### config.mk
export PLATFORM = sky130hd
export DESIGN_NAME = nice_ctrl
export DESIGN_NICKNAME = d
export VERILOG_FILES = /design/src/hw/nice_pkg.sv /design/src/hw/nice_ctrl.sv
export SDC_FILE = /design/constraint.sdc
export NUM_CORES = 1
export LEC_CHECK = 0
export ABC_AREA = 0
export BUFFER_PORTS_ARGS = -buffer_cell sky130_fd_sc_hd__buf_2
export CAP_MARGIN = 20
export CORE_ASPECT_RATIO = 0.6
export CORE_MARGIN = 5
export CORE_UTILIZATION = 42
export CTS_CLUSTER_DIAMETER = 150
export DETAILED_ROUTE_END_ITERATION = 6
export PLACE_DENSITY = 0.81
export RECOVER_POWER = 100
export REMOVE_ABC_BUFFERS = 1
export SLEW_MARGIN = 0
export SYNTH_ARGS = -nofsm -noshare
export SYNTH_HDL_FRONTEND = slang
export SYNTH_SLANG_ARGS = --single-unit
### constraint.sdc
create_clock -name nice_clk -period 2 [get_ports nice_clk]
set_input_delay 0.1 -clock nice_clk [delete_from_list [all_inputs] [get_ports nice_clk]]
set_output_delay 0.1 -clock nice_clk [all_outputs]
set_load 0.01 [all_outputs]
### src/hw/nice_pkg.sv
// nice coprocessor shared types, opcodes and conv1 quantization constants
package nice_pkg;

  typedef logic [31:0] xlen_t;

  typedef logic        [7:0]  uint8_t;
  typedef logic signed [7:0]  int8_t;
  typedef logic signed [8:0]  int9_t;
  typedef logic signed [31:0] acc_t;

  typedef enum logic [2:0] {
    op_none,
    op_load_conv1,
    op_load_input,
    op_store_conv1,
    op_illegal
  } nice_op_e;

  typedef enum logic [2:0] {
    st_idle,
    st_load_conv1,
    st_load_input,
    st_cal_conv1,
    st_store_conv1,
    st_respond
  } ctrl_state_e;

  // icb command and response beats
  typedef struct packed {
    logic       valid;
    xlen_t      addr;
    logic       read;
    xlen_t      wdata;
    logic [1:0] size;
  } icb_cmd_t;

  typedef struct packed {
    logic  valid;
    xlen_t rdata;
    logic  err;
  } icb_rsp_t;

  // one multi-word transfer handed to the memory agent
  typedef struct packed {
    logic       start;
    xlen_t      base;
    logic       read;
    logic [7:0] words;
  } mem_job_t;

  // custom3 R-type encoding
  localparam logic [6:0] custom3_opcode    = 7'h7b;
  localparam logic [2:0] load_func3        = 3'b010;
  localparam logic [6:0] func7_load_conv1  = 7'h0b;
  localparam logic [6:0] func7_load_input  = 7'h0f;
  localparam logic [6:0] func7_store_conv1 = 7'h10;

  // conv1 quantization
  localparam uint8_t input_zp        = 8'd127;
  localparam uint8_t conv1_weight_zp = 8'd2;
  localparam uint8_t conv1_out_zp    = 8'd159;
  localparam acc_t   conv1_bias [5]  = '{871, -16316, -9617, -21527, -7265};

endpackage

### src/hw/nice_ctrl.sv
// nice controller decoding custom3 requests, sequencing jobs and answering the host
`timescale 1ns/1ns

module nice_ctrl #(
  parameter int img_width  = 8,
  parameter int kern_num   = 5,
  parameter int kern_width = 3
) (
  input  logic               nice_clk,
  input  logic               nice_rst_n,
  input  logic               req_valid,
  input  nice_pkg::xlen_t    req_inst,
  input  nice_pkg::xlen_t    req_rs1,
  output logic               req_ready,
  output logic               rsp_valid,
  output nice_pkg::xlen_t    rsp_rdat,
  output logic               rsp_err,
  input  logic               rsp_ready,
  output nice_pkg::mem_job_t mem_job,
  output nice_pkg::nice_op_e buf_sel,
  input  logic               job_done,
  input  logic               job_err,
  output logic               cal_start,
  input  logic               cal_done,
  output logic               nice_active,
  output logic               nice_mem_holdup
);
  import nice_pkg::*;

  localparam int out_w = img_width / 2 - kern_width + 1;
  localparam logic [7:0] kern_words = 8'((kern_num * kern_width * kern_width + 3) / 4);
  localparam logic [7:0] img_words  = 8'((img_width * img_width + 3) / 4);
  localparam logic [7:0] res_words  = 8'((kern_num * out_w * out_w + 3) / 4);

  ctrl_state_e state;
  nice_op_e    dec_op;
  nice_op_e    op_q;
  logic        illegal_q;
  logic        req_hs;

  assign req_hs = req_valid & req_ready;

  // R-type decode, anything unknown is illegal
  always_comb begin
    dec_op = op_illegal;
    if ((req_inst[6:0] == custom3_opcode) && (req_inst[14:12] == load_func3)) begin
      case (req_inst[31:25])
        func7_load_conv1:  dec_op = op_load_conv1;
        func7_load_input:  dec_op = op_load_input;
        func7_store_conv1: dec_op = op_store_conv1;
        default:           dec_op = op_illegal;
      endcase
    end
  end

  ////////////////////////////////////////////////////////////////////////////
  // main FSM
  ////////////////////////////////////////////////////////////////////////////
  always_ff @(posedge nice_clk or negedge nice_rst_n) begin
    if (!nice_rst_n) begin
      state     <= st_idle;
      op_q      <= op_none;
      illegal_q <= 1'b0;
      mem_job   <= '0;
      cal_start <= 1'b0;
    end else begin
      mem_job.start <= 1'b0;
      cal_start     <= 1'b0;
      case (state)
        st_idle: begin
          if (req_hs) begin
            op_q      <= dec_op;
            illegal_q <= (dec_op == op_illegal);
            case (dec_op)
              op_load_conv1: begin
                state   <= st_load_conv1;
                mem_job <= '{start: 1'b1, base: req_rs1, read: 1'b1, words: kern_words};
              end
              op_load_input: begin
                state   <= st_load_input;
                mem_job <= '{start: 1'b1, base: req_rs1, read: 1'b1, words: img_words};
              end
              op_store_conv1: begin
                state   <= st_store_conv1;
                mem_job <= '{start: 1'b1, base: req_rs1, read: 1'b0, words: res_words};
              end
              default: state <= st_respond;
            endcase
          end
        end
        st_load_conv1, st_store_conv1: begin
          if (job_done) begin
            state <= st_respond;
          end
        end
        // image load chains straight into the conv1 pass
        st_load_input: begin
          if (job_done) begin
            state     <= st_cal_conv1;
            cal_start <= 1'b1;
          end
        end
        st_cal_conv1: begin
          if (cal_done) begin
            state <= st_respond;
          end
        end
        st_respond: begin
          if (rsp_ready) begin
            state <= st_idle;
          end
        end
        default: state <= st_idle;
      endcase
    end
  end

  assign req_ready       = (state == st_idle);
  assign rsp_valid       = (state == st_respond);
  assign rsp_err         = illegal_q | job_err;
  assign rsp_rdat        = '0;
  assign buf_sel         = op_q;
  assign nice_active     = (state != st_idle);
  assign nice_mem_holdup = (state == st_load_conv1) | (state == st_load_input) |
                           (state == st_store_conv1);

endmodule

==> results of run 1 <==
cell type report:
cell class              count  area [um2]  area share, %
repair buffers            110         520           18.8
clock inverters             1        8.76          0.316
well taps                  66        82.6           2.98
inverters                   9        33.8           1.22
multi-input cells         120         886           32.0
flip-flops and latches     46        1150           41.6
clock buffers               7        86.3           3.12
logic make-up (layout without fill, tap and decap cells):
| family | count (synthesis) | after routing | share of synthesized area, % |
|---|---|---|---|
| AND/OR/NAND/NOR | 33 | 33 | 10.7 |
| flip-flops | 46 | 46 | 50.1 |
| multiplexers | 32 | 32 | 16.2 |
| buffers and inverters | 52 | 127 | 16.6 |
| other | 1 | 36 | 0.163 |
| XOR/XNOR | 1 | 1 | 0.381 |
| AO/OA/AOI/OAI | 18 | 18 | 5.93 |
worst max path at each step:
stage | from | endpoint | slack (ns) | depth (start not counted)
6_report | state[2] | mem_job[26] | 0.26 | 4
5_1_grt | state[2] | mem_job[25] | 0.17 | 4
4_1_cts | state[2] | mem_job[33] | 0.24 | 4
3_5_place_dp | req_inst[28] | mem_job[33] | 0.21 | 6
3_3_place_gp | req_inst[28] | mem_job[36] | 0.22 | 6
2_1_floorplan | state[2] | mem_job[10] | 0.06 | 3
layer usage:
layer | part of all wire (%) | up-vias | global-route usage, % | wire, um
met5 | 0 | - | 0 | 0
met4 | 0.56 | 0 | 3.39 | 28
met3 | 10 | 4 | 4.68 | 523
met2 | 45 | 85 | 23.1 | 2250
met1 | 45 | 772 | 18.8 | 2250
li1 | - | 782 | - | -
registers in the layout, indices dropped and copies added (netlist names):
signal	cells
cal_start	1
illegal_q	1
state	3
buf_sel	3
mem_job	38
critical path, cell delays in order (launching register included):
cell,delay (ns)
dfrtp_1,0.39
nor4b_2,0.40
o211a_4,0.24
buf_12,0.20
mux2_2,0.37
cell usage after synthesis, drive strengths merged:
cell,number,share of area [%]
nand3b,1,0.33
clkbuf,1,0.16
or3,1,0.27
nor4bb,2,0.87
nor4,1,0.27
o32ai,1,0.38
o2bb2ai,1,0.38
o221a,2,0.98
and4b,1,0.44
o211ai,1,0.33
buf,42,15
inv,9,1.5
o31ai,1,0.33
a21oi,2,0.44
nor2,6,0.98
nand2,3,0.49
nand4,1,0.27
o211a,1,0.76
mux2,32,16
and3,2,0.54
nand4b,3,1.8
or2,1,0.27
xor2,1,0.38
and2,2,0.54
o21a,1,0.33
dfrtp,46,50
o21ai,6,1.3
a41oi,1,0.38
nor4b,4,2.4
nand2b,1,0.27
nand3,1,0.22
conb,1,0.16
o21bai,1,0.33
nor3,3,0.65
report_power, final:
part / switching [mW] / internal [mW] / total (mW)
clock network: 0.314 / 0.286 / 0.600
registers: 0.0148 / 0.954 / 0.968
logic: 0.256 / 0.180 / 0.436
total: 0.584 / 1.42 / 2.00
timing repair:
action                                 CTS  global route
hold buffers                             1             0
endpoints found under the hold margin   29             0
setup buffers                            0             0
==> flow_summary.ini, run 1 <==
[layout]
drive_gt1_share_pct = 35.5
fin_cells = 359
final_cell_mix = buf_2, clkbuf_1, dfrtp_1
postLayoutCoreUtil_pct = 53.5
area_delta_synth_final_pct = 20.4
antenna_cells = 0
final_area_mm2 = 0.00277
layout.nets = 363
fillers = 485
layout_commonest_cell = buf_2

[min_path]
hold_start = req_rs1[9]
hold_path_end = mem_job[18]
hold_path.class = in2reg
whs_path_depth = 2

[global_route]
grt-ovfl-total = 0
antenna_found_initial = 0
track_usage_pct = 14.3
grt_pass1_vias = 1673
grt_max_degree = 40
grt_pass1_wl_um = 8020

[clock_network]
clockBufferDepth = 2
numCtsBuffers = 5
htree_num_levels = 2
clk_latency_ns = 0.29
clock_sinks = 46
cts_resized = 0
tritoncts = yes
path_clk_slew_ns = 0.09
root_buffer = clkbuf_8

[synth]
yosysWarnings = 0
ys_ff_latch = 46
synthDistinctLibCells = 41
syn-instance-count = 183
avgSynthCellArea_um2 = 12.6
netlist_area_mm2 = 0.00230
yosysSeqAreaShare_pct = 50.1

[pwr]
totalPowerFinal_mw = 2.00
p_leak_nw = 1.46
peakVddDrop_uv = 253
p_per_area_mw_per_mm2 = 724

[sta]
setup_viol = 0
rsz0062_at_grt = no
finClkSkew_ns = 0.00441
holdWs_ns = 0.0265
finalHoldViolCount = 0
period_share_pct = 87.2
fmax_mhz = 573
finalSetupTns_ns = 0
worst_pin_slew_ns = 0.749
period_minus_slack_ns = 1.74
relSlewSlack_pct = 50.0
timing.final.ws_setup_ns = 0.256
slew_violations = 0

[worst_setup_path]
r2r_start = state[2]
worstSetupEndpointType = flip-flop
path_max_fanout = 39
startpoint_type = flip-flop
r2r_end = mem_job[26]
worstPathArrival_ns = 1.92
ff2ff_path_depth = 4
worstSetupPathType = reg2reg
r2r_slack_ns = 0.26
critPathRequiredTime_ns = 2.18

[detailed_routing]
wirelength_um = 5040
vias_per_cell = 4.58
post_drt_wl_per_cell_um = 14.1
ant_nets = 0
drc_errors = 0
drt_pass1_iterations = 4
drt_iter0_markers = 76
num_vias = 1643

[placed_design]
portBuffers = 102
placed_cell_area_mm2 = 0.00274
placedCellCount = 350
dp_slack_ns = 0.206
hpwl_um = 3980
place.gp.congestion = 0.773

[floorplanning]
start_util_pct = 44.4
core_area_mm2 = 0.00518
rows = 20
io_pins = 154
die_h_um = 67.3
die_w_um = 106
fp.dieArea_mm2 = 0.00710

[outcome]
status = finished clean

[run]
maxCapViolations = 0
Note: power is estimated with default switching activity, not from simulation.
==> inputs of run 2 (changes only) <==
CORE_MARGIN = 1.5   (was 5)
GPL_TIMING_DRIVEN = 0   (was default)
==> flow_summary.ini, run 2 (synthesized netlist as in run 1, its figures left out) <==
[outcome]
status = finished clean

[layout]
fillers = 508
multi_input_area_um2 = 888
largest_reg_flops = 38
layout_commonest_cell = buf_2
postLayoutCoreUtil_pct = 53.1
antenna_cells = 0
top_register = mem_job
area_delta_synth_final_pct = 18.9
final_cell_mix = buf_2, clkbuf_1, dfrtp_1
fin_cells = 355
register_area_mm2 = 0.00115
layout.nets = 359
drive_gt1_share_pct = 34.3

[pwr]
p_per_area_mw_per_mm2 = 720
peakVddDrop_uv = 326
p_leak_nw = 1.44

[floorplanning]
die_h_um = 60.3
fp.dieArea_mm2 = 0.00594
die_w_um = 98.5
start_util_pct = 44.6
rows = 20
core_area_mm2 = 0.00515
io_pins = 154

[sta]
setup_viol = 0
rsz0062_at_grt = no
finalHoldViolCount = 0
finalSetupTns_ns = 0
slew_violations = 0
period_minus_slack_ns = 1.87
holdWs_ns = 0.0356
finClkSkew_ns = 0.00450
period_share_pct = 93.3
relSlewSlack_pct = 34.5
fmax_mhz = 536
timing.final.ws_setup_ns = 0.133
worst_pin_slew_ns = 0.983

[clock_network]
tritoncts = yes
root_buffer = clkbuf_8
clockBufferDepth = 2
numCtsBuffers = 5
path_clk_slew_ns = 0.08
clk_latency_ns = 0.29
htree_num_levels = 2
clock_sinks = 46

[worst_setup_path]
cp_cell_sequence = nor4b_4, o211a_4, mux2_2
path_max_fanout = 20
critPathRequiredTime_ns = 2.17
slowest_delay_ns = 0.52
crit_start = state[1]
worstPathArrival_ns = 2.04
startpoint_type = flip-flop
worst_path_max_delay_cell = dfrtp_1
worstSetupPathType = reg2reg
r2r_start = state[1]
worstSetupEndpointType = flip-flop

[detailed_routing]
drc_errors = 0
drt_iter0_markers = 49
num_vias = 1625
wirelength_um = 4840
post_drt_wl_per_cell_um = 13.6
vias_per_cell = 4.58
drt_pass1_iterations = 4
ant_nets = 0

[placed_design]
portBuffers = 102
hpwl_um = 3500
placedCellCount = 343
dp_slack_ns = -0.349
place.gp.congestion = 0.736

[global_route]
grt-ovfl-total = 0
grt_pass1_vias = 1575
grt_max_degree = 47
track_usage_pct = 16.3
grt_pass1_wl_um = 7430
antenna_found_initial = 0

[min_path]
hold_start = req_rs1[4]
hold_path.class = in2reg

[run]
maxCapViolations = 0
run 2: cell count changes in the layout (fill, tap and decap cells not counted):
cell and change:
buf_4 -3, clkbuf_2 -2, clkinv_2 +1, inv_6 -1, nand4b_1 +1, nand4b_4 -1, o211a_4 +1
run 2: final cells by class:
type | instances | share of cell area (%)
sequential | 46 | 42.1
multi-input combinational | 121 | 32.5
timing repair buffer | 105 | 17.8
tap | 66 | 3.02
clock inverter | 1 | 0.183
clock buffer | 7 | 3.16
inverter | 9 | 1.24
run 2: layer usage:
metal	wire, um	track usage, %
met5	0	0
met4	13	3.62
met3	420	5.61
met2	2210	27.2
met1	2200	21.1
run 2: stage by stage:
step / instance area, um2 / power, mW
after detailed placement: 2680 / 1.41
final: 2740 / 1.97
after global routing: 2740 / 2.09
after CTS: 2800 / 2.01
after floorplan: 2080 / 1.24
after global placement: 2680 / 1.38
run 2: path summary, 6_finish.rpt:
path	endpoint	slack (ns)	cells after the start
min	mem_job[13]	0.04	2
max	mem_job[30]	0.13	3
min reg2reg	buf_sel[1]	0.49	2
max reg2reg	mem_job[30]	0.13	3
min in group asynchronous	mem_job[15]	0.48	2
max in group asynchronous	mem_job[31]	0.84	3
run 2: critical path, delay by kind of cell, from the launching register on:
| kind | cells | cell delay (ns) |
|---|---|---|
| flops | 1 | 0.52 |
| simple gates | 1 | 0.41 |
| compound gates | 1 | 0.41 |
| mux | 1 | 0.39 |
run 2: what timing repair did:
action,4_1_cts,5_1_grt
gates resized for setup,2,0
setup buffers,1,0
hold buffers,0,1
endpoints found under the hold margin,0,17
endpoints found under the setup margin,38,0
run 2: power by group:
part / leakage, nW / internal [mW] / switching (mW) / total, mW
sequential: 0.601 / 0.953 / 0.0638 / 1.02
combinational: 0.790 / 0.170 / 0.212 / 0.381
clock: 0.0482 / 0.279 / 0.291 / 0.570
