--- src/hw/nice_pkg.sv ---
// nice coprocessor shared types, opcodes and conv1 quantization constants
package nice_pkg;

  typedef logic [31:0] xlen_t;

  typedef logic        [7:0]  uint8_t;
  typedef logic signed [7:0]  int8_t;
  typedef logic signed [8:0]  int9_t;
  typedef logic signed [31:0] acc_t;

  typedef enum logic [2:0] {
    op_none,
    op_load_conv1,
    op_load_input,
    op_store_conv1,
    op_illegal
  } nice_op_e;

  typedef enum logic [2:0] {
    st_idle,
    st_load_conv1,
    st_load_input,
    st_cal_conv1,
    st_store_conv1,
    st_respond
  } ctrl_state_e;

  // icb command and response beats
  typedef struct packed {
    logic       valid;
    xlen_t      addr;
    logic       read;
    xlen_t      wdata;
    logic [1:0] size;
  } icb_cmd_t;

  typedef struct packed {
    logic  valid;
    xlen_t rdata;
    logic  err;
  } icb_rsp_t;

  // one multi-word transfer handed to the memory agent
  typedef struct packed {
    logic       start;
    xlen_t      base;
    logic       read;
    logic [7:0] words;
  } mem_job_t;

  // custom3 R-type encoding
  localparam logic [6:0] custom3_opcode    = 7'h7b;
  localparam logic [2:0] load_func3        = 3'b010;
  localparam logic [6:0] func7_load_conv1  = 7'h0b;
  localparam logic [6:0] func7_load_input  = 7'h0f;
  localparam logic [6:0] func7_store_conv1 = 7'h10;

  // conv1 quantization
  localparam uint8_t input_zp        = 8'd127;
  localparam uint8_t conv1_weight_zp = 8'd2;
  localparam uint8_t conv1_out_zp    = 8'd159;
  localparam acc_t   conv1_bias [5]  = '{871, -16316, -9617, -21527, -7265};

endpackage

--- src/hw/nice_mem_agent.sv ---
// memory agent issuing word commands on the icb bus and tracking returning responses
`timescale 1ns/1ns

module nice_mem_agent (
  input  logic               nice_clk,
  input  logic               nice_rst_n,
  input  nice_pkg::mem_job_t mem_job,
  output logic               job_done,
  output logic               job_err,
  output nice_pkg::icb_cmd_t icb_cmd,
  input  logic               icb_cmd_ready,
  input  nice_pkg::icb_rsp_t icb_rsp,
  output logic               icb_rsp_ready,
  output logic               rd_valid,
  output nice_pkg::xlen_t    rd_word,
  output logic [7:0]         word_idx,
  input  nice_pkg::xlen_t    wr_word
);
  import nice_pkg::*;

  logic       busy_q;
  logic       read_q;
  logic       err_q;
  xlen_t      addr_q;
  logic [7:0] words_q;
  logic [7:0] issued_q;
  logic [7:0] recvd_q;
  // at most four commands in flight
  logic [2:0] outst_q;
  logic       cmd_valid;
  logic       cmd_hs;
  logic       rsp_hs;

  assign cmd_valid = busy_q && (issued_q < words_q) && (outst_q < 3'd4);
  assign cmd_hs    = cmd_valid & icb_cmd_ready;
  assign rsp_hs    = busy_q & icb_rsp.valid;

  always_comb begin
    icb_cmd.valid = cmd_valid;
    icb_cmd.addr  = addr_q;
    icb_cmd.read  = read_q;
    icb_cmd.wdata = read_q ? '0 : wr_word;
    icb_cmd.size  = 2'b10;
  end

  always_ff @(posedge nice_clk or negedge nice_rst_n) begin
    if (!nice_rst_n) begin
      busy_q   <= 1'b0;
      read_q   <= 1'b1;
      err_q    <= 1'b0;
      addr_q   <= '0;
      words_q  <= '0;
      issued_q <= '0;
      recvd_q  <= '0;
      outst_q  <= '0;
    end else if (mem_job.start) begin
      busy_q   <= 1'b1;
      read_q   <= mem_job.read;
      err_q    <= 1'b0;
      addr_q   <= mem_job.base;
      words_q  <= mem_job.words;
      issued_q <= '0;
      recvd_q  <= '0;
      outst_q  <= '0;
    end else if (busy_q) begin
      if (cmd_hs) begin
        addr_q   <= addr_q + 32'd4;
        issued_q <= issued_q + 8'd1;
      end
      if (rsp_hs) begin
        recvd_q <= recvd_q + 8'd1;
        err_q   <= err_q | icb_rsp.err;
      end
      case ({cmd_hs, rsp_hs})
        2'b10:   outst_q <= outst_q + 3'd1;
        2'b01:   outst_q <= outst_q - 3'd1;
        default: outst_q <= outst_q;
      endcase
      if (job_done) begin
        busy_q <= 1'b0;
      end
    end
  end

  assign job_done      = rsp_hs && (recvd_q == words_q - 8'd1);
  assign job_err       = err_q;
  assign icb_rsp_ready = 1'b1;

  // reads index by response, writes fetch data for the command being issued
  assign rd_valid = rsp_hs & read_q;
  assign rd_word  = icb_rsp.rdata;
  assign word_idx = read_q ? recvd_q : issued_q;

endmodule

--- config.mk ---
export PLATFORM = sky130hd
export DESIGN_NAME = nice_mem_agent
export DESIGN_NICKNAME = d
export VERILOG_FILES = /design/src/hw/nice_pkg.sv /design/src/hw/nice_mem_agent.sv
export SDC_FILE = /design/constraint.sdc
export NUM_CORES = 1
export LEC_CHECK = 0
export ABC_AREA = 1
export BUFFER_PORTS_ARGS = -buffer_cell sky130_fd_sc_hd__buf_4
export CAP_MARGIN = 20
export CORE_MARGIN = 5
export CORE_UTILIZATION = 25
export DETAILED_ROUTE_END_ITERATION = 10
export GPL_ROUTABILITY_DRIVEN = 0
export GPL_TIMING_DRIVEN = 0
export PLACE_DENSITY_LB_ADDON = 0.25
export SLEW_MARGIN = 20
export SYNTH_ARGS = -nofsm -noshare
export SYNTH_HDL_FRONTEND = slang
export SYNTH_SLANG_ARGS = --single-unit
--- constraint.sdc ---
create_clock -name nice_clk -period 2.7 [get_ports nice_clk]
set_input_delay 0.675 -clock nice_clk [delete_from_list [all_inputs] [get_ports nice_clk]]
set_output_delay 0.675 -clock nice_clk [all_outputs]
set_load 0.02 [all_outputs]
==> results of run 1 <==
cell usage in the layout (no fill, tap or decap), types with 9 or more instances in the layout:
cell type | synthesis | layout
sky130_fd_sc_hd__nand3_1 | 34 | 31
sky130_fd_sc_hd__a21oi_1 | 14 | 14
sky130_fd_sc_hd__xor2_1 | 23 | 23
sky130_fd_sc_hd__dfrtp_1 | 61 | 61
sky130_fd_sc_hd__buf_4 | 40 | 230
sky130_fd_sc_hd__xnor2_1 | 11 | 11
sky130_fd_sc_hd__nor3_1 | 18 | 18
sky130_fd_sc_hd__o21ai_0 | 33 | 33
sky130_fd_sc_hd__clkbuf_16 | 0 | 9
sky130_fd_sc_hd__clkbuf_1 | 15 | 16
sky130_fd_sc_hd__nand2_1 | 161 | 159
sky130_fd_sc_hd__ha_1 | 11 | 10
sky130_fd_sc_hd__inv_1 | 90 | 85
sky130_fd_sc_hd__nand4_1 | 18 | 18
sky130_fd_sc_hd__nor2_1 | 78 | 78
final timing paths:
check                      slack [ns]  startpoint           to  depth (start not counted)
setup / recovery                 0.08  words_q[7]  icb_cmd[67]                          8
hold / removal                   0.44  nice_rst_n   addr_q[31]                          1
setup reg to reg                 0.13  words_q[7]   outst_q[2]                         15
hold reg to reg                  0.47   addr_q[1]    addr_q[1]                          2
max in group asynchronous        1.72  nice_rst_n    addr_q[2]                          1
min in group nice_clk            0.47   addr_q[1]    addr_q[1]                          2
power by group:
part / total (uW) / leakage (uW) / internal (uW) / switching (uW)
combinational: 1210 / 0.00257 / 523 / 685
clock: 1130 / 0.000142 / 717 / 409
sequential: 1200 / 0.000776 / 1040 / 162
timing repair:
action,4_1_cts,5_1_grt
endpoints found under the setup margin,2,13
pin swaps,4,1
resized for setup,12,9
buffers inserted,4,2
logic make-up after synthesis:
logic type,share of synthesized area [%]
XOR/XNOR,6.381
AO/OA/AOI/OAI,8.767
flip-flops,33.27
adder cells (fa/ha/maj),3.378
AND/OR/NAND/NOR,32.41
other,0.1609
buffers and inverters,15.63
stage by stage:
stage	instance area (um^2)	std cells	setup slack [ns]	hold slack (ns)	utilization [%]
final	6753	1110	0.07693	0.4389	36.47
after global routing	6753	1110	-0.04975	0.5085	36.47
after CTS	6714	1108	0.02324	0.4773	36.26
after detailed placement	6360	1090	-0.008181	0.4640	34.34
after global placement	6360	1090	-0.02002	0.4597	34.34
after floorplan	4671	670	0.3530	0.3794	-
per-layer routing:
metal	up-vias	track usage, %
li1	2486	-
met1	2233	19.20
met2	156	24.04
met3	15	3.321
met4	0	4.045
met5	-	0
state kept, by name, summed over array words and instances, names as in the netlist:
register and flops:
addr_q 32, words_q 8, busy_q 1, job_err 1
recvd_q 8, read_q 1, outst_q 3, issued_q 8
final cells by class:
type,instances,area (um^2)
inverter,92,345.3
sequential,62,1553
multi-input combinational,455,2445
fill,2000,11770
timing repair buffer,192,1445
tap,234,292.8
buffer,60,384.1
clock buffer,15,287.8
worst reg2reg max path, stage by stage, from the launching register on:
cell and delay [ns]:
sky130_fd_sc_hd__dfrtp_1 0.36, sky130_fd_sc_hd__inv_1 0.06, sky130_fd_sc_hd__ha_1 0.29, sky130_fd_sc_hd__nand2_1 0.08
sky130_fd_sc_hd__inv_2 0.04, sky130_fd_sc_hd__nor4b_4 0.29, sky130_fd_sc_hd__buf_4 0.17, sky130_fd_sc_hd__nand3_4 0.14
sky130_fd_sc_hd__nand2_4 0.11, sky130_fd_sc_hd__inv_1 0.05, sky130_fd_sc_hd__fa_1 0.38, sky130_fd_sc_hd__xor2_1 0.20
sky130_fd_sc_hd__nand3b_1 0.13, sky130_fd_sc_hd__nand2_1 0.06, sky130_fd_sc_hd__nand2_1 0.06, sky130_fd_sc_hd__nand2_1 0.05
==> reports/results.env, run 1 <==
SYNTH.YOSYS.WARNINGS=0
ROUTED_VIA_DENSITY=4.405
CP-START-KIND='register'
FIRST_PASS_ITERS=5
SYNTH-EDFF-COUNT=0
FINALMAXSLEWVIOLATIONS=0
GLOBALROUTETOTALUTIL_PCT=14.58
TRITONCTS='built'
DR.MAX_LAYER_USED='met4'
RSZ0062_AT_GRT='true'
DIE_H_UM=146.6
CLOCK-ROOT-BUFFER='sky130_fd_sc_hd__clkbuf_16'
SYNTH.YOSYS.SEQ_AREA_SHARE_PCT=33.27
SYNTH.AVG_CELL_AREA_UM2=6.976
SYNTH_TOP_AREA_CELL='sky130_fd_sc_hd__dfrtp_1'
TOTALWIRELENGTH_UM=16310
CRITICAL_PATH.MAX_STAGE_DELAY_NS=0.36
POSTROUTEANTENNANETS=0
CTSHOLDBUFFERS=0
CP_CELL_SEQUENCE='inv_1 > ha_1 > nand2_1 > inv_2 > nor4b_4 > a21boi_4 > buf_6 > buf_6'
SYNTH-MAIN-FF-CELL='sky130_fd_sc_hd__dfrtp_1'
FINAL_NETS=995
INITIAL_ANTENNA_VIOLATION_COUNT=0
AREA_GROW_SYN2LAYOUT_PCT=44.69
POST_SYNTH_MAIN_AREA_CONTRIBUTORS='sky130_fd_sc_hd__dfrtp_1 33%, sky130_fd_sc_hd__nand2_1 13%, sky130_fd_sc_hd__inv_1 7.2%'
CTS-BUFFERS-INSERTED=9
DRT_ITER0_MARKERS=356
SITE_ROW_COUNT=50
YOSYS.CELL_TYPES.COUNT=42
MOST_REPEATED_CELL_IN_THE_GATE_LEVEL_NETLIST_AFTER_SYNTHESIS='sky130_fd_sc_hd__nand2_1'
YS_TOP_CELLS_BY_COUNT='161 x sky130_fd_sc_hd__nand2_1, 90 x sky130_fd_sc_hd__inv_1, 78 x sky130_fd_sc_hd__nor2_1, 61 x sky130_fd_sc_hd__dfrtp_1, 40 x sky130_fd_sc_hd__buf_4'
FF_LATCH_COUNT_SYNTH=62
TIMING.CRITICAL_PATH.MODE_CELL='sky130_fd_sc_hd__buf_6'
CP_DATA_REQUIRED_TIME_NS=2.03
FINALCLOCKSKEW_NS=0.004305
CORE_REGION_AREA_UM2=18520
TIMING_HOLD_VIOLATIONS_FINAL=0
PLACE.PORT_BUFFERS=186
ROUTEDLENGTHMET1_UM=7201
CP_TOP_FAMILY='simple AND/OR/NAND/NOR gates'
STARTING_DENSITY_OF_THE_CORE_PCT=25.20
DETAILED_ROUTE_VIA_COUNT=4890
WORST-PATH-BUF-INV=4
DRC=0
OUTCOME='finished, final reports clean'
ARRIVAL_NS=1.95
HOLD_PATH.CLASS='in -> async'
ROUTE.DETAILED.WL_PER_INST_UM=14.69
LEAKAGE_uW=0.003488
SYNTHESIS.AREA_UM2=4667
LARGEST_NET_DEGREE_AT_THE_START_OF_GLOBAL_ROUTING=63
HTREE_LEVELS=3
GRT_PASS1_WL_UM=25190
FINAL_LAYOUT_SIZE_SUFFIX_GT1_SHARE_PCT=32.65
CTS_SINKS=62
FLOORPLAN.DIE.WIDTH_UM=146.6
POWER_DENSITY_nW_PER_UM2=523.2
SLOWEST_STAGE='sky130_fd_sc_hd__dfrtp_1'
DIE_AREA_UM2=21500
SHARE_OF_FLIP_FLOPS_WITH_AN_ASYNCHRONOUS_SET_OR_RESET_AFTER_SYNTHESIS_PCT=100.0
MET3WIRELENGTH_UM=1062
WORST_MAX_SLEW_PIN_SLEW_NS=0.8198
BOUNDARYPINS=223
NETLIST_INSTANCES=669
SETUP_VIOL=0
MAXIMUM_CLOCK_RATE_MHz=381.2
CRITPATHCAPTURETYPE='primary output'
ROUTED-WL-MET2_UM=7845
POST-LAYOUT-TOTAL-POWER_uW=3533
SETUP.WORST_PATH.CLASS='reg -> out'
GLOBALROUTE.TOTALOVERFLOW=0
CTS-ROOT-TO-SINK-BUFFERS=2
FIN_SETUP_TNS_NS=0
POST-SYNTH-TOP-AREA-FRACTION_PCT=32.71
MAX-CAP-VIOLATIONS=0
LAYOUT_MIN_CYCLE_TIME_NS=2.623
MAX-SLEW-MARGIN-REL_PCT=45.35
DPL.HPWL_UM=12770
CLK-INSERTION-DELAY-LATE_NS=0.33
ANTENNA-DIODE-COUNT=0
PATH_MAX_FANOUT=2
FINAL.PERIOD_UTILIZATION_PCT=97.15
CLOCK_EDGE_TRANSITION_AT_THE_REGISTERS_ON_THE_REPORTED_SETUP_AND_HOLD_PATHS_NS=0.05
WORST_IR_DROP_ON_VDD_mV=0.2982
GRT_PASS1_VIAS=4679
Note: power is estimated with default switching activity, not from simulation.
==> run 2: changes to the inputs <==
Settings changed: CELL_PAD_IN_SITES_DETAIL_PLACEMENT set to 1, CELL_PAD_IN_SITES_GLOBAL_PLACEMENT set to 1.
==> reports/results.env, run 2 (synthesis results as in run 1) <==
GLOBALROUTETOTALUTIL_PCT=16.84  # +2.3 points
LEAKAGE_uW=0.003552  # +1.8%
PLACE.PORT_BUFFERS=186  # unchanged
DRC=0  # unchanged
CRITPATHCAPTURETYPE='primary output'
OUTCOME='finished, final reports clean'
LAYOUT_MIN_CYCLE_TIME_NS=2.583  # -0.04034 ns
CLK-INSERTION-DELAY-LATE_NS=0.34  # about the same
MAX-CAP-VIOLATIONS=0  # unchanged
DIE_AREA_UM2=21500  # unchanged
CTS-BUFFERS-INSERTED=9  # unchanged
HTREE_LEVELS=3  # unchanged
DIE_H_UM=146.6  # unchanged
BOUNDARYPINS=223  # unchanged
DRT_ITER0_MARKERS=171  # -52%
AREA_GROW_SYN2LAYOUT_PCT=48.23
SETUP_VIOL=0  # unchanged
TOP_REGISTER='addr_q'
POST-LAYOUT-TOTAL-POWER_uW=3724  # +5.4%
TRITONCTS='built'
CLOCK_EDGE_TRANSITION_AT_THE_REGISTERS_ON_THE_REPORTED_SETUP_AND_HOLD_PATHS_NS=0.06  # about the same
FIRST_PASS_ITERS=4  # -1
CP_DATA_REQUIRED_TIME_NS=2.03  # about the same
SETUP.WORST_PATH.CLASS='reg -> out'
INITIAL_ANTENNA_VIOLATION_COUNT=0  # unchanged
FINAL_LAYOUT_SIZE_SUFFIX_GT1_SHARE_PCT=34.72  # +2.1 points
CP-START-KIND='register'
FINALMAXSLEWVIOLATIONS=0  # unchanged
LARGEST_REG_FLOPS=32  # unchanged
FIN_SETUP_TNS_NS=0  # unchanged
WORST_MAX_SLEW_PIN_SLEW_NS=0.8682  # +0.04838 ns
CORE_REGION_AREA_UM2=18520  # unchanged
MOST-COMMON-LAYOUT-CELLS='239 x sky130_fd_sc_hd__buf_4, 156 x sky130_fd_sc_hd__nand2_1, 84 x sky130_fd_sc_hd__inv_1'
R2R_CELLS=15  # unchanged
STARTING_DENSITY_OF_THE_CORE_PCT=25.20  # unchanged
MAXIMUM_CLOCK_RATE_MHz=387.2  # +1.6%
FINAL_NETS=1005  # +1.0%
CLOCK-ROOT-BUFFER='sky130_fd_sc_hd__clkbuf_16'
FILLCELLCOUNT=2343  # +17%
DPL.HPWL_UM=14420  # +13%
LARGEST_NET_DEGREE_AT_THE_START_OF_GLOBAL_ROUTING=63  # unchanged
FINALCLOCKSKEW_NS=0.007930  # +0.003625 ns
DP_CELLS=1090  # unchanged
WORST_IR_DROP_ON_VDD_mV=0.2950  # -1.1%
ROUTE.DETAILED.WL_PER_INST_UM=16.52  # +12%
GRT_PASS1_VIAS=5298  # +13%
CTSHOLDBUFFERS=0  # unchanged
ANTENNA-DIODE-COUNT=0  # unchanged
PATH_MAX_FANOUT=3  # +1
TOTALWIRELENGTH_UM=18520  # +14%
HOLD_PATH.CLASS='in -> async'
CTS-ROOT-TO-SINK-BUFFERS=2  # unchanged
GRT_PASS1_WL_UM=28900  # +15%
SITE_ROW_COUNT=50  # unchanged
FINALNONFILLERCELLS=1121  # +0.99%
ROUTED_VIA_DENSITY=4.475  # +1.6%
GLOBALROUTE.TOTALOVERFLOW=0  # unchanged
TIMING.HOLD.WS_NS=0.4504  # +0.01150 ns
DETAILED_ROUTE_VIA_COUNT=5016  # +2.6%
FINAL_COMMON_CELL='sky130_fd_sc_hd__buf_4'
POSTROUTEANTENNANETS=0  # unchanged
ARRIVAL_NS=1.91  # -0.04 ns
FLOORPLAN.DIE.WIDTH_UM=146.6  # unchanged
FINAL.PERIOD_UTILIZATION_PCT=95.66  # -1.5 points
POWER_DENSITY_nW_PER_UM2=538.3  # +2.9%
TIMING_HOLD_VIOLATIONS_FINAL=0  # unchanged
MAX-SLEW-MARGIN-REL_PCT=42.12  # -3.2 points
CTS_SINKS=62  # unchanged
-- run 2: cell type report --
type | instances | area [um^2] | area share [%]
repair buffers | 202 | 1524 | 22.03
flip-flops and latches | 62 | 1553 | 22.45
clock buffers | 13 | 280.3 | 4.051
multi-input cells | 455 | 2496 | 36.08
clock inverters | 3 | 40.04 | 0.5788
well taps | 234 | 292.8 | 4.232
inverters | 92 | 347.8 | 5.028
plain buffers | 60 | 384.1 | 5.553
-- run 2: power by group --
group          internal (uW)  switching [uW]  leakage, uW
logic                    556             714      0.00261
registers               1040             167     0.000776
clock network            812             437     0.000162
-- run 2: path summary, 6_finish.rpt --
kind,from,end,slack (ns)
worst max register to register,words_q[7],outst_q[2],0.22
max in group asynchronous,nice_rst_n,busy_q,1.67
worst max-delay path,words_q[0],job_done,0.12
worst min register to register,addr_q[1],addr_q[1],0.48
worst min-delay path,nice_rst_n,addr_q[19],0.45
min in group nice_clk,addr_q[1],addr_q[1],0.48
-- run 2: what timing repair did --
action,CTS,global route
buffers inserted,6,10
setup endpoints to repair,2,13
pin swaps,2,11
resized for setup,16,16
-- run 2: routing by layer --
layer | track usage (%) | vias up | wire length, um
li1 | - | 2500 | -
met1 | 22.11 | 2358 | 8183
met2 | 28.35 | 143 | 9086
met3 | 3.073 | 15 | 1032
met4 | 4.751 | 0 | 217
met5 | 0 | - | 0
-- run 2: critical path: stages, from the launching register on --
cell,delay [ns]
sky130_fd_sc_hd__dfrtp_1,0.37
sky130_fd_sc_hd__inv_2,0.07
sky130_fd_sc_hd__ha_4,0.17
sky130_fd_sc_hd__buf_4,0.13
sky130_fd_sc_hd__xnor2_1,0.13
sky130_fd_sc_hd__xor2_1,0.14
sky130_fd_sc_hd__inv_1,0.05
sky130_fd_sc_hd__nand4_1,0.08
sky130_fd_sc_hd__nor2_1,0.09
sky130_fd_sc_hd__nand3_1,0.12
sky130_fd_sc_hd__inv_1,0.10
sky130_fd_sc_hd__buf_6,0.12
-- run 2: metrics by stage --
step | worst slack (ns) | cell area (um^2) | utilization [%]
2_1_floorplan | 0.3530 | 4671 | -
3_3_place_gp | -0.07979 | 6360 | 34.34
3_5_place_dp | -0.08284 | 6360 | 34.34
4_1_cts | 0.01075 | 6779 | 36.61
5_1_grt | -0.03094 | 6918 | 37.36
6_report | 0.1173 | 6918 | 37.36
