$ cat src/hw/nice_pkg.sv
// nice coprocessor shared types, opcodes and conv1 quantization constants
package nice_pkg;

  typedef logic [31:0] xlen_t;

  typedef logic        [7:0]  uint8_t;
  typedef logic signed [7:0]  int8_t;
  typedef logic signed [8:0]  int9_t;
  typedef logic signed [31:0] acc_t;

  typedef enum logic [2:0] {
    op_none,
    op_load_conv1,
    op_load_input,
    op_store_conv1,
    op_illegal
  } nice_op_e;

  typedef enum logic [2:0] {
    st_idle,
    st_load_conv1,
    st_load_input,
    st_cal_conv1,
    st_store_conv1,
    st_respond
  } ctrl_state_e;

  // icb command and response beats
  typedef struct packed {
    logic       valid;
    xlen_t      addr;
    logic       read;
    xlen_t      wdata;
    logic [1:0] size;
  } icb_cmd_t;

  typedef struct packed {
    logic  valid;
    xlen_t rdata;
    logic  err;
  } icb_rsp_t;

  // one multi-word transfer handed to the memory agent
  typedef struct packed {
    logic       start;
    xlen_t      base;
    logic       read;
    logic [7:0] words;
  } mem_job_t;

  // custom3 R-type encoding
  localparam logic [6:0] custom3_opcode    = 7'h7b;
  localparam logic [2:0] load_func3        = 3'b010;
  localparam logic [6:0] func7_load_conv1  = 7'h0b;
  localparam logic [6:0] func7_load_input  = 7'h0f;
  localparam logic [6:0] func7_store_conv1 = 7'h10;

  // conv1 quantization
  localparam uint8_t input_zp        = 8'd127;
  localparam uint8_t conv1_weight_zp = 8'd2;
  localparam uint8_t conv1_out_zp    = 8'd159;
  localparam acc_t   conv1_bias [5]  = '{871, -16316, -9617, -21527, -7265};

endpackage

$ cat src/hw/conv1_engine.sv
// conv1 engine running one MAC per cycle, then bias, requantization and clamp
`timescale 1ns/1ns

module conv1_engine #(
  parameter int img_width  = 8,
  parameter int kern_num   = 5,
  parameter int kern_width = 3
) (
  input  logic                                     nice_clk,
  input  logic                                     nice_rst_n,
  input  logic                                     cal_start,
  output logic                                     cal_done,
  output logic [$clog2(kern_num)-1:0]              tap_kern,
  output logic [$clog2(kern_width*kern_width)-1:0] tap_idx,
  output logic [$clog2(img_width/2)-1:0]           pix_row,
  output logic [$clog2(img_width/2)-1:0]           pix_col,
  input  nice_pkg::int8_t                          tap_weight,
  input  nice_pkg::uint8_t                         pool_px,
  input  logic [7:0]                               word_idx,
  output nice_pkg::xlen_t                          wr_word
);
  import nice_pkg::*;

  localparam int out_w    = img_width / 2 - kern_width + 1;
  localparam int res_size = kern_num * out_w * out_w;
  localparam int kb       = $clog2(kern_num);
  localparam int tb       = $clog2(kern_width * kern_width);
  localparam int pb       = $clog2(img_width / 2);
  localparam int rb       = $clog2(res_size);

  logic          busy_q;
  logic          done_q;
  logic [kb-1:0] kern_q;
  logic [pb-1:0] orow_q;
  logic [pb-1:0] ocol_q;
  logic [pb-1:0] tr_q;
  logic [pb-1:0] tc_q;
  logic [rb-1:0] res_ptr;
  acc_t          acc_q;
  uint8_t        res_mem [res_size];

  int9_t  w_term;
  int9_t  x_term;
  acc_t   total;
  acc_t   scaled;
  acc_t   q_val;
  uint8_t q_byte;
  logic   last_tap;

  assign tap_kern = kern_q;
  assign tap_idx  = tb'(int'(tr_q) * kern_width + int'(tc_q));
  assign pix_row  = orow_q + tr_q;
  assign pix_col  = ocol_q + tc_q;
  assign last_tap = (tr_q == pb'(kern_width - 1)) && (tc_q == pb'(kern_width - 1));

  ////////////////////////////////////////////////////////////////////////////
  // datapath
  ////////////////////////////////////////////////////////////////////////////
  always_comb begin
    w_term = int9_t'(tap_weight) - int9_t'({1'b0, conv1_weight_zp});
    x_term = int9_t'({1'b0, pool_px}) - int9_t'({1'b0, input_zp});
    total  = acc_q + acc_t'(w_term) * acc_t'(x_term);
    // scale 1/510 taken as (1 + 1/256) / 512
    scaled = total + conv1_bias[kern_q];
    scaled = scaled + (scaled >>> 8);
    q_val  = (scaled >>> 9) + acc_t'(conv1_out_zp);
    if (q_val < acc_t'(conv1_out_zp)) begin
      q_byte = conv1_out_zp;
    end else if (q_val > 32'sd255) begin
      q_byte = 8'd255;
    end else begin
      q_byte = q_val[7:0];
    end
  end

  // loop order is kernel, output row, output column, then tap
  always_ff @(posedge nice_clk or negedge nice_rst_n) begin
    if (!nice_rst_n) begin
      busy_q  <= 1'b0;
      done_q  <= 1'b0;
      kern_q  <= '0;
      orow_q  <= '0;
      ocol_q  <= '0;
      tr_q    <= '0;
      tc_q    <= '0;
      res_ptr <= '0;
      acc_q   <= '0;
    end else begin
      done_q <= 1'b0;
      if (cal_start) begin
        busy_q  <= 1'b1;
        kern_q  <= '0;
        orow_q  <= '0;
        ocol_q  <= '0;
        tr_q    <= '0;
        tc_q    <= '0;
        res_ptr <= '0;
        acc_q   <= '0;
      end else if (busy_q) begin
        if (last_tap) begin
          acc_q   <= '0;
          tr_q    <= '0;
          tc_q    <= '0;
          res_ptr <= res_ptr + 1'b1;
          if (ocol_q != pb'(out_w - 1)) begin
            ocol_q <= ocol_q + 1'b1;
          end else begin
            ocol_q <= '0;
            if (orow_q != pb'(out_w - 1)) begin
              orow_q <= orow_q + 1'b1;
            end else begin
              orow_q <= '0;
              if (kern_q != kb'(kern_num - 1)) begin
                kern_q <= kern_q + 1'b1;
              end else begin
                kern_q <= '0;
                busy_q <= 1'b0;
                done_q <= 1'b1;
              end
            end
          end
        end else begin
          acc_q <= total;
          if (tc_q == pb'(kern_width - 1)) begin
            tc_q <= '0;
            tr_q <= tr_q + 1'b1;
          end else begin
            tc_q <= tc_q + 1'b1;
          end
        end
      end
    end
  end

  always_ff @(posedge nice_clk) begin
    if (busy_q && last_tap) begin
      res_mem[res_ptr] <= q_byte;
    end
  end

  assign cal_done = done_q;

  // four result bytes per store word, zero past the end
  always_comb begin
    wr_word = '0;
    for (int b = 0; b < 4; b++) begin
      if (int'(word_idx) * 4 + b < res_size) begin
        wr_word[8*b +: 8] = res_mem[int'(word_idx) * 4 + b];
      end
    end
  end

endmodule

$ cat config.mk
export PLATFORM = sky130hd
export DESIGN_NAME = conv1_engine
export DESIGN_NICKNAME = d
export VERILOG_FILES = /design/src/hw/nice_pkg.sv /design/src/hw/conv1_engine.sv
export SDC_FILE = /design/constraint.sdc
export NUM_CORES = 1
export LEC_CHECK = 0
export ABC_AREA = 1
export BUFFER_PORTS_ARGS = -buffer_cell sky130_fd_sc_hd__buf_4
export CAP_MARGIN = 20
export CORE_UTILIZATION = 60
export CTS_BUF_LIST = sky130_fd_sc_hd__clkbuf_4
export DETAILED_ROUTE_END_ITERATION = 16
export PLACE_DENSITY = 0.78
export SLEW_MARGIN = 20
export SYNTH_ARGS = -nofsm -noshare
export SYNTH_HDL_FRONTEND = slang
export SYNTH_SLANG_ARGS = --single-unit
$ cat constraint.sdc
create_clock -name nice_clk -period 17.4 [get_ports nice_clk]
set_input_delay 1.74 -clock nice_clk [delete_from_list [all_inputs] [get_ports nice_clk]]
set_output_delay 1.74 -clock nice_clk [all_outputs]
set_load 0.05 [all_outputs]
==> flow_metrics.tcl, run 1 <==
set metrics [dict create \
    cp_top_family "adder cells" \
    routed_wl_mm 48.1 \
    cp-endpoint "res_mem[3][0]" \
    clk_path_buf_depth 3 \
    core_area_um2 30600 \
    cts_resized 0 \
    layout.nets 2621 \
    post-route-min-period_ns 13.40 \
    clock-root-buffer "clkbuf_4" \
    arrival_ns 13.51 \
    wl_per_cell_um 17.5 \
    rsz0062_at_grt "no" \
    ctsHoldBuffers 0 \
    regToRegSetupSlack_ns 7.65 \
    clock_skew_ns 0.0378 \
    synth_ff_type "edfxtp_1" \
    dr_total_vias 15800 \
    critPathMaxStageDelay_ns 1.00 \
    period_share_pct 77.0 \
    die-area_um2 31800 \
    port_buffers 70 \
    async_reset_ff_share_pct 23.8 \
    worstMarginPinSlew_ns 1.17 \
    relSlewSlack_pct 21.4 \
    start_util_pct 60.9 \
    critical_path.slowest_cell "fa_1" \
    yosys_warnings 0 \
    chipWidth_um 178 \
    tns_ns 0 \
    synth_edf_count 160 \
    grt_max_degree 67 \
    gp_congestion 0.926 \
    globalRoute.busiestLayer "met2" \
    grt_use_met1_pct 38.2 \
    cts_num_sinks 210 \
    nFillCells 2498 \
    crit_path_max_fanout 20 \
    vias_per_cell 5.74 \
    reg2reg_depth 45 \
    insertion_delay_ns 0.69 \
    rows 64 \
    hold_class "register to register" \
    drive_above_1_share_pct 11.4 \
    ys_ff_latch 210 \
    h-tree-depth 2 \
    met3_usage_pct 4.09 \
    netlist_area_um2 18600 \
    outcome "completed" \
    grt-ovfl-total 0 \
    yosysUniqueCellTypes 55 \
    num_io_pins 71 \
    track_usage_pct 31.1 \
    die_y_um 178 \
    synthToLayoutAreaGrowth_pct 8.98 \
    drt_iter0_markers 1238 \
    cts_buffers 53 \
    clkTransAtPathRegs_ns 0.07 \
    max_cap_viol_count 0 \
    crit_path_start "tap_weight[1]" \
    path_common_cell "nand2_1" \
    whs_path_depth 2 \
    grtUsageMet2_pct 56.5 \
    grt_antenna_before_repair 2 \
    hold_violations 0 \
    finalSetupViolCount 0 \
    crit_required_ns 17.51 \
    drc_errors 0 \
    grt_pass1_vias 15600 \
    drtPass1Iterations 5 \
    syn_area_per_cell_um2 8.40 \
    critPathCaptureType "register" \
    path_buf_inv 11 \
    grt_pass1_wl_mm 77.0 \
    drv_slew 0 \
    yosysSeqAreaShare_pct 32.5 \
    antenna_left 0 \
    critical_path_class "primary input to register" \
    hpwl_mm 36.4 \
    cts_tree "yes" \
    multi_input_area_um2 11100 \
    postCtsSetupBuffers 0 \
    rr_endpoint "res_mem[3][0]" \
    timing.fmax_mhz 74.6 \
    start_kind "primary input" \
    syn_inst 2219 \
    r2r_start "acc_q[8]" \
    area.sequential_um2 6060 \
    cp_num_cells 58 \
]
==> state kept, by name, summed over array words and instances, names as in the netlist, 2 cells and up <==
| register | flops |
|---|---|
| res_ptr | 5 |
| tap_kern | 3 |
| orow_q | 2 |
| res_mem | 160 |
| ocol_q | 2 |
| acc_q | 32 |
| tc_q | 2 |
| tr_q | 2 |
==> per-stage QoR <==
step	instances	hold WS (ns)	cell area (µm²)	utilization [%]	setup slack, ns
after CTS	2751	0.528	20300	66.4	4.21
final	2752	0.524	20300	66.4	4.00
after global placement	2667	0.502	19600	64.1	4.06
after floorplan	2238	0.485	18700	-	5.63
after detailed placement	2667	0.510	19600	64.1	3.60
after global routing	2752	0.549	20300	66.4	2.82
==> worst min-delay path, stage by stage (launching register included) <==
cell,delay (ns)
dfrtp_1,0.35
nand3_1,0.08
nand2_1,0.06
==> per-layer routing <==
metal | share of wire, % | vias to the layer above
li1 | - | 7526
met2 | 50 | 633
met3 | 6.7 | 97
met5 | 0.027 | -
met1 | 41 | 7533
met4 | 2.5 | 2
==> cell usage after synthesis, types with 18 or more instances <==
master	instances	area, µm²
fa_1	113	2260
a21o_1	18	135
nand2_2	24	150
nand4_1	25	156
nor3_1	20	100
xor2_1	46	403
nand2_1	393	1480
nor2_1	252	946
o21ai_0	147	736
a21oi_1	91	455
xnor2_1	30	263
clkbuf_1	37	139
inv_1	365	1370
o221a_2	30	338
dfrtp_1	50	1250
ha_1	155	1940
edfxtp_1	160	4800
nand3_1	140	701
==> cell families after synthesis <==
family,Yosys count,synth area share [%]
AOI/OAI and AO/OA,339,11.1
xor gates and xnor gates,80,3.98
adders and majority gates,268,22.5
buffers and inverters,417,8.40
DFF,210,32.5
other,1,0.0201
and+or+nand+nor,904,21.5
==> placed cells by master, fill, tap and decap left out, types with 4 or more instances in the layout <==
cell type  count
clkinv_2       5
clkinv_1       9
conb_1        20
a21oi_1       91
nand3b_1       6
o21ai_0      147
ha_1         155
buf_4         75
o21ai_1        7
dfrtp_1       50
nand3_1      140
inv_1        365
xor2_1        46
nor4_1         4
edfxtp_1     160
bufinv_16      4
o21bai_1       8
nand4_1       25
a31oi_1       13
nor2_4         5
nor2_2         7
nand2_1      393
o221a_2       30
clkbuf_4      68
inv_2          6
xnor2_1       30
nor2_1       250
nand2_2       24
a21o_1        18
fa_1         113
nor3_1        19
nand2_4        6
nand3_2       13
==> worst min path at each step <==
stage | startpoint | end | slack [ns]
2_1_floorplan | acc_q[0] | acc_q[0] | 0.48
3_3_place_gp | acc_q[0] | acc_q[0] | 0.50
3_5_place_dp | acc_q[5] | acc_q[5] | 0.51
4_1_cts | acc_q[5] | acc_q[5] | 0.53
5_1_grt | acc_q[28] | acc_q[28] | 0.55
6_report | acc_q[5] | acc_q[5] | 0.52
==> final cells by class <==
cell class	count	share of cell area, %
clock inverter	16	0.881
sequential	210	29.8
antenna	1	0.0123
timing repair buffer	75	2.77
clock buffer	68	2.51
multi-input combinational	1611	54.6
tap	396	2.44
inverter	375	6.93
Power of run 1 is left out: the tool's default activity adds up to more than one toggle a clock period on the data nets, which glitch-free logic cannot reach.
==> run 2, diff against run 1 <==
Settings changed: ABC_AREA 1 to 0.
Clock period 17.4 ns to 13.8 ns, I/O delays scaled along.
==> flow_metrics.tcl, run 2 <==
set metrics [dict create \
    antenna_left 0 \
    grt_max_degree 51 \
    regToRegSetupSlack_ns 3.45 \
    nFillCells 2341 \
    rr_endpoint "res_mem[19][4]" \
    timing.fmax_mhz 75.9 \
    clock-root-buffer "clkbuf_4" \
    reg2reg_depth 35 \
    synth_edf_count 160 \
    clkTransAtPathRegs_ns 0.07 \
    grt_antenna_before_repair 2 \
    cts_buffers 54 \
    netlist_area_um2 18600 \
    syn_inst 1829 \
    die-area_um2 31700 \
    async_reset_ff_share_pct 23.8 \
    cts_num_sinks 210 \
    top_layer_used "met4" \
    synth_ff_type "edfxtp_1" \
    ctsHoldBuffers 0 \
    relSlewSlack_pct 27.0 \
    cp-endpoint "res_mem[19][4]" \
    final_cells 2461 \
    place_inst 2359 \
    critPathMaxStageDelay_ns 0.62 \
    final_cell_mix "inv_1, nor2_1, buf_4" \
    arrival_ns 13.55 \
    chipWidth_um 178 \
    post-route-min-period_ns 13.17 \
    drc_errors 0 \
    ys_ff_latch 210 \
    hold_class "register to register" \
    yosys_warnings 0 \
    ys_top_cells_by_count "inv_1, nor2_1, edfxtp_1" \
    largest_reg_flops 160 \
    worstMarginPinSlew_ns 1.09 \
    r2r_start "acc_q[8]" \
    hpwl_mm 34.8 \
    wl_met2_mm 21.9 \
    yosysSeqAreaShare_pct 32.6 \
    top_register "res_mem" \
    hold_violations 0 \
    layout.nets 2317 \
    clock_skew_ns 0.117 \
    yosysTopAreaCellShare_pct 25.8 \
    final_common_cell "inv_1" \
    crit_required_ns 14.18 \
    grt_pass1_wl_mm 74.3 \
    synth.most_common_cell "inv_1" \
    clk_path_buf_depth 3 \
    crit_path_start "tap_weight[2]" \
    wl_met3_mm 2.77 \
    syn_area_per_cell_um2 10.2 \
    grt-ovfl-total 0 \
    routed_wl_mm 45.8 \
    drt_iter0_markers 1105 \
    max_cap_viol_count 0 \
    h-tree-depth 2 \
    drtPass1Iterations 6 \
    rows 64 \
    synth_area_leader_cell "edfxtp_1" \
    insertion_delay_ns 0.75 \
    start_util_pct 60.9 \
    period_share_pct 95.5 \
    crit_path_max_fanout 20 \
    core_area_um2 30500 \
    wl_per_cell_um 18.6 \
    top_regs "res_mem (160), acc_q (32), res_ptr (5)" \
    critical_path_class "primary input to register" \
    wl_met1_mm 20.4 \
    vias_per_cell 5.97 \
    path_common_cell "inv_1" \
    outcome "completed" \
    holdWs_ns 0.521 \
    synthToLayoutAreaGrowth_pct 13.4 \
    critPathCaptureType "register" \
    drv_slew 0 \
    cts_tree "yes" \
    netlist_top_cells_area "edfxtp_1, fa_1, ha_1, dfrtp_1, inv_1" \
    dpl-instance-area_um2 20200 \
    num_io_pins 71 \
    finish.instance_area_um2 21100 \
    grt_pass1_vias 14600 \
    die_y_um 178 \
    area.sequential_um2 6060 \
    finalSetupViolCount 0 \
    critical_path.slowest_cell "a21oi_1" \
    multi_input_area_um2 11700 \
    drive_above_1_share_pct 16.6 \
    start_kind "primary input" \
    dr_total_vias 14700 \
    gp_congestion 0.930 \
    track_usage_pct 29.8 \
    yosysUniqueCellTypes 94 \
    port_buffers 70 \
]
==> run 2: kinds of logic (layout without fill, tap and decap cells) <==
family                     Yosys count  in the layout  synth area share, %
adders and majority gates          269            269                 22.7
muxes                               79             79                 6.44
AOI/OAI and AO/OA                  372            372                 14.2
buffers and inverters              272            488                 5.51
and+or+nand+nor                    531            531                 14.0
DFF                                210            210                 32.6
other                                1             21               0.0202
xor gates and xnor gates            95             95                 4.59
==> run 2: worst min-delay path by stage <==
stage | slack, ns | start | endpoint | depth (start not counted)
after floorplan | 0.48 | acc_q[3] | acc_q[3] | 1
after global placement | 0.49 | acc_q[0] | acc_q[0] | 1
after detailed placement | 0.50 | acc_q[0] | acc_q[0] | 1
after CTS | 0.52 | acc_q[23] | acc_q[23] | 1
after global routing | 0.54 | acc_q[20] | acc_q[20] | 1
final | 0.52 | acc_q[23] | acc_q[23] | 1
==> run 2: critical path: cells and delay by family <==
family,cells,cell delay (ns)
and+or+nand+nor,11,2.28
AOI/OAI and AO/OA,16,4.50
adders and majority gates,9,3.84
xor gates and xnor gates,3,0.67
buffers and inverters,9,0.82
==> run 2: metal layers <==
metal  vias to the layer above  GRT usage [%]
li1                       6909              -
met1                      7269           41.7
met2                       448           48.6
met3                        58           4.67
met4                         0           7.02
met5                         -              0
==> run 2: final cells by class <==
cell class                 instances  share of cell area, %
multi-input combinational       1366                   55.5
sequential                       210                   28.7
timing repair buffer             165                   6.00
inverter                         225                   4.01
clock buffer                      78                   2.78
tap                              396                   2.35
clock inverter                    20                  0.612
antenna                            1                 0.0119
==> run 2: metrics by stage <==
stage / TNS (ns) / utilization [%] / setup WS, ns
3_3_place_gp: 0 / 66.3 / 0.0348
3_5_place_dp: -13.05 / 66.3 / -0.156
5_1_grt: -3.49 / 69.1 / -0.0755
6_report: 0 / 69.1 / 0.628
2_1_floorplan: 0 / - / 0.155
4_1_cts: 0 / 68.7 / 0.457
==> run 2: timing repair <==
action	CTS	global route
gates resized for setup	0	22
setup buffers	0	3
setup endpoints to repair	0	140
Power of run 2 is left out for the same reason.
==> run 3, diff against run 2 <==
Settings changed: BUFFER_PORTS_ARGS -buffer_cell sky130_fd_sc_hd__buf_4 to not set, CTS_CLUSTER_SIZE set to 10, DONT_BUFFER_PORTS set to 1, PLACE_DENSITY 0.78 to 0.76.
Clock period 13.8 ns to 13.5 ns, I/O delays scaled along.
==> flow_metrics.tcl, run 3 (same netlist as run 2, synthesis figures left out) <==
set metrics [dict create \
    outcome "completed" \
    hpwl_mm 33.9 \
    top_register "res_mem" \
    post-route-min-period_ns 12.92 \
    largest_reg_flops 160 \
    routed_wl_mm 43.7 \
    num_io_pins 71 \
    critPathCaptureType "register" \
    insertion_delay_ns 0.69 \
    crit_required_ns 13.89 \
    track_usage_pct 28.6 \
    antenna_left 0 \
    core_area_um2 30500 \
    drt_iter0_markers 1134 \
    grt_pass1_vias 14500 \
    path_common_cell "buf_4" \
    regToRegSetupSlack_ns 3.01 \
    synthToLayoutAreaGrowth_pct 11.2 \
    grt-ovfl-total 0 \
    grt_max_degree 51 \
    clock-root-buffer "clkbuf_4" \
    rsz0062_at_grt "no" \
    wl_met3_mm 2.64 \
    drive_above_1_share_pct 14.4 \
    clk_path_buf_depth 3 \
    grt_antenna_before_repair 1 \
    period_share_pct 95.7 \
    gp_congestion 0.937 \
    port_buffers 0 \
    top_layer_used "met4" \
    drc_errors 0 \
    cts_num_sinks 210 \
    drv_slew 0 \
    clkTransAtPathRegs_ns 0.06 \
    finalSetupViolCount 0 \
    max_cap_viol_count 0 \
    clock_skew_ns 0.0637 \
    chipWidth_um 178 \
    holdWs_ns 0.365 \
    rr_endpoint "res_mem[18][6]" \
    worstMarginPinSlew_ns 0.954 \
    start_util_pct 60.9 \
    layout.nets 2271 \
    rows 64 \
    ctsHoldBuffers 0 \
    critical_path_class "primary input to register" \
    r2r_start "acc_q[8]" \
    h-tree-depth 2 \
    die_y_um 178 \
    wl_met2_mm 20.8 \
    hold_class "primary input to async pin" \
    relSlewSlack_pct 36.2 \
    wl_met1_mm 19.6 \
    timing.fmax_mhz 77.4 \
    drtPass1Iterations 6 \
    crit_path_max_fanout 20 \
    grt_pass1_wl_mm 71.7 \
    hold_violations 0 \
    arrival_ns 13.30 \
    dr_total_vias 14400 \
    final_cell_mix "inv_1, nor2_1, edfxtp_1" \
    final_common_cell "inv_1" \
    vias_per_cell 5.94 \
    critPathMaxStageDelay_ns 0.54 \
    reg2reg_depth 46 \
    cts_tree "yes" \
    start_kind "primary input" \
    critical_path.slowest_cell "fa_1" \
    cts_buffers 53 \
    wl_per_cell_um 18.1 \
    top_regs "res_mem (160), acc_q (32), res_ptr (5)" \
    die-area_um2 31700 \
]
[run 3: repair_timing]
action,CTS,global route
setup endpoints to repair,0,140
gates resized for setup,0,13
buffers inserted,0,1
[run 3: worst max-delay path: cells and delay by family]
family / cells / cell delay, ns
XOR/XNOR: 2 / 0.38
buffers and inverters: 12 / 1.38
AND/OR/NAND/NOR: 16 / 3.09
AO/OA/AOI/OAI: 17 / 3.44
adder cells (fa/ha/maj): 9 / 3.63
[run 3: through the flow]
| step | area (µm²) | cells | setup TNS (ns) | setup WS [ns] | util [%] |
|---|---|---|---|---|---|
| 2_1_floorplan | 18700 | 1848 | 0 | 0.0423 | - |
| 3_3_place_gp | 19900 | 2316 | 0 | 0.0662 | 65.3 |
| 3_5_place_dp | 19900 | 2316 | -5.27 | -0.0817 | 65.3 |
| 4_1_cts | 20600 | 2416 | 0 | 0.519 | 67.5 |
| 5_1_grt | 20700 | 2418 | 0 | 0.00801 | 67.8 |
| 6_report | 20700 | 2418 | 0 | 0.584 | 67.8 |
[run 3: final cells by class]
| cell class | instances | area (µm²) |
|---|---|---|
| clock inverter | 28 | 131 |
| fill | 2433 | 9840 |
| antenna | 1 | 2.50 |
| inverter | 225 | 845 |
| tap | 396 | 495 |
| timing repair buffer | 120 | 926 |
| multi-input combinational | 1366 | 11700 |
| sequential | 210 | 6060 |
| clock buffer | 72 | 541 |
[run 3: worst max-delay path by stage]
| stage | endpoint | cells past startpoint | startpoint |
|---|---|---|---|
| after floorplan | res_mem[0][2] | 53 | tap_weight[3] |
| after global placement | res_mem[16][6] | 49 | tap_weight[3] |
| after detailed placement | res_mem[8][6] | 55 | tap_weight[3] |
| after CTS | res_mem[18][6] | 55 | tap_weight[3] |
| after global routing | res_mem[18][6] | 56 | tap_weight[1] |
| final | res_mem[18][6] | 56 | tap_weight[1] |
[run 3: metal layers]
metal / vias up / GRT usage [%]
li1: 6822 / -
met1: 7045 / 39.8
met2: 445 / 47.0
met3: 59 / 4.37
met4: 0 / 7.09
met5: - / 0
Power of run 3 is left out for the same reason.
